<file path="config.mk">
export PLATFORM = sky130hd
export DESIGN_NAME = conv_bus_top
export DESIGN_NICKNAME = d
export VERILOG_FILES = /design/src/logic/conv_bus_pkg.sv /design/src/logic/bus_clock_gen.sv /design/src/logic/conv_bus_top.sv /design/src/logic/frame_deserializer.sv /design/src/logic/frame_serializer.sv /design/src/logic/select_encoder.sv
export SDC_FILE = /design/constraint.sdc
export NUM_CORES = 1
export LEC_CHECK = 0
export BUFFER_PORTS_ARGS = -buffer_cell sky130_fd_sc_hd__buf_4
export CORE_ASPECT_RATIO = 2
export CORE_MARGIN = 10
export CORE_UTILIZATION = 45
export DETAILED_ROUTE_END_ITERATION = 16
export PLACE_DENSITY_LB_ADDON = 0.08
export SYNTH_ARGS = -nofsm -noshare
export SYNTH_HDL_FRONTEND = slang
export SYNTH_SLANG_ARGS = --single-unit
</file>
<file path="constraint.sdc">
create_clock -name clk -period 1.94 [get_ports clk]
set_input_delay 0.097 -clock clk [delete_from_list [all_inputs] [get_ports clk]]
set_output_delay 0.097 -clock clk [all_outputs]
set_load 0.1 [all_outputs]
</file>
<file path="src/logic/conv_bus_pkg.sv">
/*
 * Shared widths and types for the converter board control bus.
 * SR_WIDTH must be a power of two and at least 2*PORT_COUNT.
 */
`default_nettype none

package conv_bus_pkg;

    // Board geometry
    localparam int PORT_COUNT = 4;
    localparam int SR_WIDTH = 8;

    // clk cycles per spi_mclk period, must be even
    localparam int DEFAULT_CLK_DIV = 16;

    // Port number, 0 to PORT_COUNT-1
    typedef logic [1:0] port_id_t;

    // One bit per port
    typedef logic [PORT_COUNT-1:0] port_mask_t;

    // One serial frame word, sent and received MSB first
    typedef logic [SR_WIDTH-1:0] sr_word_t;

    // ADC overflow bits, MSB first: R3 L3 R2 L2 R1 L1 R0 L0
    typedef logic [7:0] ovf_t;

    // Single-cycle strobes decoded from the bus clock counters
    typedef struct packed {
        // Cycle before spi_mclk falls
        logic shift_tick;
        // Cycle before spi_mclk rises
        logic sample_tick;
        // Shift tick that enters slot 0
        logic frame_start;
        // Sample tick of the last slot
        logic frame_end;
    } frame_tick_t;

    // Words loaded into the outgoing shift registers
    typedef struct packed {
        sr_word_t adc_cs;
        sr_word_t dac_cs;
        sr_word_t clksel;
    } out_frame_t;

    // Parallel status captured from the board
    typedef struct packed {
        ovf_t aovf;
        // 1 means 8 channels, 0 means 2 channels
        port_mask_t num_channels;
        // 1 means ADC, 0 means DAC
        port_mask_t direction;
    } board_status_t;

endpackage

`default_nettype wire

</file>
<file path="src/logic/bus_clock_gen.sv">
/*
 * Generates spi_mclk and custom_srclk as registered levels plus clk-domain strobes.
 * CLK_DIV must be even and at least 4. Frames are SR_WIDTH spi_mclk periods long.
 */
`timescale 1ns/10ps
`default_nettype none

module bus_clock_gen #(
    parameter int CLK_DIV = 16
) (
    input  logic                      clk,
    input  logic                      reset,
    output logic                      spi_mclk,
    output logic                      custom_srclk,
    output conv_bus_pkg::frame_tick_t ticks
);
    import conv_bus_pkg::*;

    localparam int HALF = CLK_DIV / 2;
    localparam int DIV_W = $clog2(CLK_DIV);
    localparam int SLOT_W = $clog2(SR_WIDTH);
    localparam logic [SLOT_W-1:0] LAST_SLOT = SLOT_W'(SR_WIDTH - 1);

    logic [DIV_W-1:0] div_cnt;
    logic [DIV_W-1:0] div_next;
    logic [SLOT_W-1:0] slot_cnt;
    logic [SLOT_W-1:0] slot_next;
    logic div_wrap;

    always_comb begin
        div_wrap = (div_cnt == DIV_W'(CLK_DIV - 1));
        div_next = div_wrap ? '0 : div_cnt + 1'b1;
        // Slot advances together with the spi_mclk falling edge
        if (!div_wrap) begin
            slot_next = slot_cnt;
        end else if (slot_cnt == LAST_SLOT) begin
            slot_next = '0;
        end else begin
            slot_next = slot_cnt + 1'b1;
        end
    end

    // Output levels are registered from the next count so they track the counters exactly
    always_ff @(posedge clk or posedge reset) begin
        if (reset) begin
            div_cnt <= '0;
            slot_cnt <= '0;
            spi_mclk <= 1'b0;
            custom_srclk <= 1'b1;
        end else begin
            div_cnt <= div_next;
            slot_cnt <= slot_next;
            spi_mclk <= (div_next >= DIV_W'(HALF));
            custom_srclk <= (slot_next == '0);
        end
    end

    always_comb begin
        ticks.shift_tick = div_wrap;
        ticks.sample_tick = (div_cnt == DIV_W'(HALF - 1));
        ticks.frame_start = div_wrap && (slot_cnt == LAST_SLOT);
        ticks.frame_end = ticks.sample_tick && (slot_cnt == LAST_SLOT);
    end

    // Shifting and sampling sit half a bus period apart
    a_tick_apart: assert property (@(posedge clk) disable iff (reset)
        !(ticks.shift_tick && ticks.sample_tick));

endmodule

`default_nettype wire

</file>
<file path="src/logic/conv_bus_top.sv">
/*
 * Serial control bus to the isolated converter board.
 * Everything runs on clk; spi_mclk and custom_srclk are output levels only.
 */
`timescale 1ns/10ps
`default_nettype none

module conv_bus_top #(
    parameter int CLK_DIV = conv_bus_pkg::DEFAULT_CLK_DIV
) (
    input  logic                        clk,
    input  logic                        reset,
    // Host side
    input  conv_bus_pkg::port_id_t      spi_port_id,
    input  logic                        spi_direction,
    input  conv_bus_pkg::port_mask_t    clksel,
    // Serial inputs from the board
    input  logic                        custom_adc_ovf,
    input  logic                        custom_dirchan,
    // Serial outputs to the board
    output logic                        spi_mclk,
    output logic                        spi_adc_mclk,
    output logic                        spi_dac_mclk,
    output logic                        custom_srclk,
    output logic                        spi_adc_cs,
    output logic                        spi_dac_cs,
    output logic                        custom_clksel,
    // Parallel status
    output conv_bus_pkg::board_status_t status,
    output logic                        status_valid
);
    import conv_bus_pkg::*;

    frame_tick_t ticks;
    out_frame_t next_frame;

    // ADC and DAC sides share one SPI clock
    assign spi_adc_mclk = spi_mclk;
    assign spi_dac_mclk = spi_mclk;

    bus_clock_gen #(
        .CLK_DIV(CLK_DIV)
    ) bus_clock_gen_i (
        .clk(clk),
        .reset(reset),
        .spi_mclk(spi_mclk),
        .custom_srclk(custom_srclk),
        .ticks(ticks)
    );

    select_encoder select_encoder_i (
        .clk(clk),
        .reset(reset),
        .ticks(ticks),
        .spi_port_id(spi_port_id),
        .spi_direction(spi_direction),
        .clksel(clksel),
        .next_frame(next_frame)
    );

    frame_serializer frame_serializer_i (
        .clk(clk),
        .reset(reset),
        .ticks(ticks),
        .next_frame(next_frame),
        .spi_adc_cs(spi_adc_cs),
        .spi_dac_cs(spi_dac_cs),
        .custom_clksel(custom_clksel)
    );

    frame_deserializer frame_deserializer_i (
        .clk(clk),
        .reset(reset),
        .ticks(ticks),
        .custom_adc_ovf(custom_adc_ovf),
        .custom_dirchan(custom_dirchan),
        .status(status),
        .status_valid(status_valid)
    );

endmodule

`default_nettype wire

</file>
<file path="src/logic/frame_deserializer.sv">
/*
 * Assembles the overflow and direction/channel words from the board.
 * The first bit of a frame becomes the MSB. status holds until the next frame end.
 */
`timescale 1ns/10ps
`default_nettype none

module frame_deserializer (
    input  logic                        clk,
    input  logic                        reset,
    input  conv_bus_pkg::frame_tick_t   ticks,
    input  logic                        custom_adc_ovf,
    input  logic                        custom_dirchan,
    output conv_bus_pkg::board_status_t status,
    output logic                        status_valid
);
    import conv_bus_pkg::*;

    sr_word_t ovf_shreg;
    sr_word_t dirchan_shreg;
    sr_word_t ovf_word;
    sr_word_t dirchan_word;

    // Words including the bit sampled on this tick
    always_comb begin
        ovf_word = {ovf_shreg[SR_WIDTH-2:0], custom_adc_ovf};
        dirchan_word = {dirchan_shreg[SR_WIDTH-2:0], custom_dirchan};
    end

    // Input shift registers, sampled just before spi_mclk rises
    always_ff @(posedge clk) begin
        if (ticks.sample_tick) begin
            ovf_shreg <= ovf_word;
            dirchan_shreg <= dirchan_word;
        end
    end

    always_ff @(posedge clk or posedge reset) begin
        if (reset) begin
            status <= '0;
            status_valid <= 1'b0;
        end else begin
            status_valid <= ticks.frame_end;
            if (ticks.frame_end) begin
                status.aovf <= ovf_t'(ovf_word);
                // High nibble is channel count, low nibble is direction
                status.num_channels <= dirchan_word[2*PORT_COUNT-1:PORT_COUNT];
                status.direction <= dirchan_word[PORT_COUNT-1:0];
            end
        end
    end

    // The capture must use the last sampled bit of the frame
    a_end_on_sample: assert property (@(posedge clk) disable iff (reset)
        ticks.frame_end |-> ticks.sample_tick);

endmodule

`default_nettype wire

</file>
<file path="src/logic/frame_serializer.sv">
/*
 * Shifts the staged words out MSB first, one bit per spi_mclk period.
 * Pins stay low after reset until the first frame_start loads real words.
 */
`timescale 1ns/10ps
`default_nettype none

module frame_serializer (
    input  logic                      clk,
    input  logic                      reset,
    input  conv_bus_pkg::frame_tick_t ticks,
    input  conv_bus_pkg::out_frame_t  next_frame,
    output logic                      spi_adc_cs,
    output logic                      spi_dac_cs,
    output logic                      custom_clksel
);
    import conv_bus_pkg::*;

    // All three shift registers, one per field
    out_frame_t shreg;

    always_ff @(posedge clk or posedge reset) begin
        if (reset) begin
            shreg <= '0;
        end else if (ticks.frame_start) begin
            shreg <= next_frame;
        end else if (ticks.shift_tick) begin
            // Zeros trail in behind the last bit
            shreg.adc_cs <= {shreg.adc_cs[SR_WIDTH-2:0], 1'b0};
            shreg.dac_cs <= {shreg.dac_cs[SR_WIDTH-2:0], 1'b0};
            shreg.clksel <= {shreg.clksel[SR_WIDTH-2:0], 1'b0};
        end
    end

    // Pins come straight from flops, so they change only at spi_mclk falling edges
    always_comb begin
        spi_adc_cs = shreg.adc_cs[SR_WIDTH-1];
        spi_dac_cs = shreg.dac_cs[SR_WIDTH-1];
        custom_clksel = shreg.clksel[SR_WIDTH-1];
    end

    // A frame load must land on a falling edge of spi_mclk or the bit timing slips
    a_start_on_shift: assert property (@(posedge clk) disable iff (reset)
        ticks.frame_start |-> ticks.shift_tick);

endmodule

`default_nettype wire

</file>
<file path="src/logic/select_encoder.sv">
/*
 * Stages chip-select and clock-select words for the next frame.
 * Inputs are sampled once per frame, on frame_end; changes mid-frame are ignored.
 */
`timescale 1ns/10ps
`default_nettype none

module select_encoder (
    input  logic                      clk,
    input  logic                      reset,
    input  conv_bus_pkg::frame_tick_t ticks,
    input  conv_bus_pkg::port_id_t    spi_port_id,
    input  logic                      spi_direction,
    input  conv_bus_pkg::port_mask_t  clksel,
    output conv_bus_pkg::out_frame_t  next_frame
);
    import conv_bus_pkg::*;

    port_mask_t port_onehot;
    out_frame_t frame_d;

    // One-hot select of the addressed port
    always_comb begin
        port_onehot = port_mask_t'(1) << spi_port_id;
    end

    // Direction picks which side the select goes to; the other side stays idle
    always_comb begin
        frame_d.adc_cs = '0;
        frame_d.dac_cs = '0;
        if (spi_direction) begin
            frame_d.adc_cs = sr_word_t'(port_onehot);
        end else begin
            frame_d.dac_cs = sr_word_t'(port_onehot);
        end
        // Upper nibble unused by the board
        frame_d.clksel = sr_word_t'(clksel);
    end

    always_ff @(posedge clk or posedge reset) begin
        if (reset) begin
            next_frame <= '0;
        end else if (ticks.frame_end) begin
            next_frame <= frame_d;
        end
    end

    // Never select an ADC and a DAC in the same frame, nor two ports
    a_single_select: assert property (@(posedge clk) disable iff (reset)
        $onehot0({next_frame.adc_cs, next_frame.dac_cs}));

endmodule

`default_nettype wire

</file>
==> flow_summary_export.csv <==
group,metric,value,unit
timing,grt_setup_unrepaired,"no",
synth,seq_area_frac_synth,0.643,
floorplanning,die_x,78.4,um
finish,multi_input_area,982,um^2
global_route,grt_overflow,0,
floorplanning,design.core.area,0.00662,mm^2
drt,totalWireLength,5400,um
timing,hold_violations,0,
power_and_ir_drop,irDropWorstVdd,0.000520,V
floorplanning,io-pin-count,35,
synth,yosysWarnings,0,
drt,drc,0,
timing,slew_violations,0,
clocking,cts_sinks,76,
drt,wl_met2,2900,um
setup_path,crit_arrival,1.90,ns
floorplanning,initial_core_util,0.464,
drt,wl_per_cell,14.8,um
timing,setup_viol,0,
setup_path,required,2.15,ns
placement,dpl.hpwl,3690,um
finish,final_cell_mix,"61 x dfrtp_1, 37 x buf_4, 36 x nand2_1, 29 x o21ai_0, 14 x edfxtp_1",
synth,syn_area,0.00307,mm^2
timing,timing.final.crit_period,1.70,ns
global_route,antenna_found_initial,0,
clocking,cts_tree,"built",
drt,wl_met3,191,um
timing,fin_skew,0.00528,ns
floorplanning,fp.dieH,137,um
timing,setup_tns,0,ns
synth,syn_avg_cell_area,13.4,um^2
drt,drtIter0Drc,117,
finish,fin_area,0.00374,mm^2
flow_run,drv_cap,0,
timing,worst_slew_pin_slew,0.584,ns
finish,regArea,0.00197,mm^2
global_route,grt_pass1_vias,2053,
setup_path,critPathCaptureType,"flip-flop",
outcome,status,"finished, final reports clean",
clocking,clk_pin_slew,0.05,ns
clocking,clk_path_buf_depth,2,
clocking,cts_root_buf,"clkbuf_16",
timing,relSlewSlack,0.610,
power_and_ir_drop,power,0.00315,W
placement,gp_congestion,0.716,
placement,detailed_place.area,0.00342,mm^2
clocking,cts_buffers,9,
finish,fin_nets,287,
drt,vias,1816,
drt,firstDrtPassIters,4,
finish,areaGrowthSynthToFinish,21.9,%
synth,synth_nets,244,
setup_path,critPathKind,"flip-flop to flip-flop",
clocking,cts_htree_levels,3,
floorplanning,die_area,0.0107,mm^2
power_and_ir_drop,p_leak,1.70,nW
finish,n_antenna_cell,0,
clocking,cts_resized,0,
power_and_ir_drop,power.density,843,mW/mm^2
drt,ant_nets,0,
setup_path,path_max_fanout,37,
drt,wl_met1,2200,um
synth,synth_cells,229,
global_route,grt_use_total,0.115,
timing,maxClockFrequency,590,MHz
finish,fill_cells,621,
hold_path,holdCritPathClass,"primary input to flip-flop",
timing,whs,0.0124,ns
global_route,grt_pass1_wl,9720,um
synth,ys_ff_latch,76,
drt,via_per_inst,4.98,
synth,synth_cell_types,29,
global_route,grt_max_degree,50,
finish,layout-drive-gt1-share,0.292,
floorplanning,num_rows,42,
finish,final_common_cell,"dfrtp_1",
clocking,clkLatencyLatePin,0.32,ns
setup_path,worst_setup_path_start_kind,"flip-flop",
placement,io_buffers,34,
drt,highest-signal-layer,"met4",
timing,period_share,0.874,
per-layer routing:
| metal | global-route usage | vias to the layer above |
|---|---|---|
| met1 | 0.122 | 905 |
| met4 | 0.0601 | 0 |
| met5 | 0 | - |
| met3 | 0.0388 | 8 |
| met2 | 0.197 | 29 |
| li1 | - | 874 |
where the power goes:
part / leakage (nW) / total (W) / switching (W) / internal, W
clock: 0.125 / 0.00142 / 0.000564 / 0.000857
combinational: 0.652 / 0.0000995 / 0.0000602 / 0.0000393
sequential: 0.918 / 0.00163 / 0.00000346 / 0.00163
total: 1.70 / 0.00315 / 0.000627 / 0.00253
critical path, stage by stage, from the launching register on:
cell      delay, ns
dfrtp_1        0.40
ha_1           0.21
ha_1           0.21
nand4b_1       0.14
buf_12         0.24
mux2_2         0.36
cell usage after synthesis:
master    number  share of area
clkbuf_1       6         0.0073
nor2b_1        1         0.0020
nand2_1       36          0.044
nand3_2        1         0.0033
nor2_1         1         0.0012
mux2_4        13          0.064
a31oi_1        1         0.0020
buf_4          2         0.0049
buf_2          3         0.0049
ha_1           4          0.016
inv_1          4         0.0049
o41ai_2        4          0.021
xor2_1         1         0.0029
buf_6          2         0.0073
edfxtp_1      14           0.14
mux2i_1        9          0.029
o21ai_0       29          0.047
mux2_2        10          0.037
and2_1         3         0.0061
a22o_1         2         0.0057
buf_1          1         0.0012
dfstp_2        1         0.0086
dfrtp_1       61           0.50
buf_12         1         0.0065
nor3_1         1         0.0016
nand4b_1       1         0.0029
o41ai_1        1         0.0029
nand3_1        4         0.0065
nand2b_1      12          0.024
sequential cells by signal, summed over array words and instances (netlist names):
name,cells
frame_deserializer_i.ovf_shreg,7
bus_clock_gen_i.slot_cnt,3
frame_deserializer_i.dirchan_shreg,7
frame_serializer_i.shreg,21
frame_deserializer_i.status,16
frame_serializer_i.custom_clksel,1
select_encoder_i.next_frame,12
bus_clock_gen_i.custom_srclk,1
frame_deserializer_i.status_valid,1
bus_clock_gen_i.div_cnt,4
frame_serializer_i.spi_dac_cs,1
bus_clock_gen_i.spi_mclk,1
frame_serializer_i.spi_adc_cs,1
what timing repair did:
item,in CTS,in global routing
endpoints found under the setup margin,0,0
setup buffers,0,0
hold buffers,7,0
hold endpoints to repair,30,0
final timing paths:
| check | from | end | slack, ns | cells past startpoint |
|---|---|---|---|---|
| max reg2reg | bus_clock_gen_i.slot_cnt[0] | frame_deserializer_i.status[3] | 0.24 | 5 |
| max in group asynchronous | reset | bus_clock_gen_i.custom_srclk | 0.89 | 4 |
| min in group asynchronous | reset | frame_deserializer_i.status[1] | 0.40 | 3 |
| min | clksel[2] | select_encoder_i.next_frame[2] | 0.01 | 2 |
| min reg2reg | frame_deserializer_i.dirchan_shreg[1] | frame_deserializer_i.dirchan_shreg[2] | 0.45 | 0 |
| max | bus_clock_gen_i.slot_cnt[0] | frame_deserializer_i.status[3] | 0.24 | 5 |
cells by family (layout without fill, tap and decap cells):
kind of cell / count (synthesis) / after routing / synth area share
adders and majority gates: 4 / 4 / 0.0163
muxes: 32 / 32 / 0.130
DFF: 76 / 76 / 0.643
xor gates and xnor gates: 1 / 1 / 0.00285
and+or+nand+nor: 60 / 60 / 0.0921
AOI/OAI and AO/OA: 37 / 37 / 0.0791
buffers and inverters: 19 / 67 / 0.0371
cell type report:
type | count | area share
repair buffers | 47 | 0.109
clock buffers | 13 | 0.0642
well taps | 88 | 0.0294
inverters | 4 | 0.00401
clock inverters | 3 | 0.00368
multi-input cells | 134 | 0.262
flip-flops and latches | 76 | 0.527
stage by stage:
stage / std cells / util / worst slack, ns
after floorplan: 229 / - / 0.240
after global placement: 342 / 0.516 / 0.273
after detailed placement: 342 / 0.516 / 0.247
after CTS: 365 / 0.565 / 0.240
after global routing: 365 / 0.565 / 0.161
final: 365 / 0.565 / 0.245
Power figures use the tool's default switching activity.
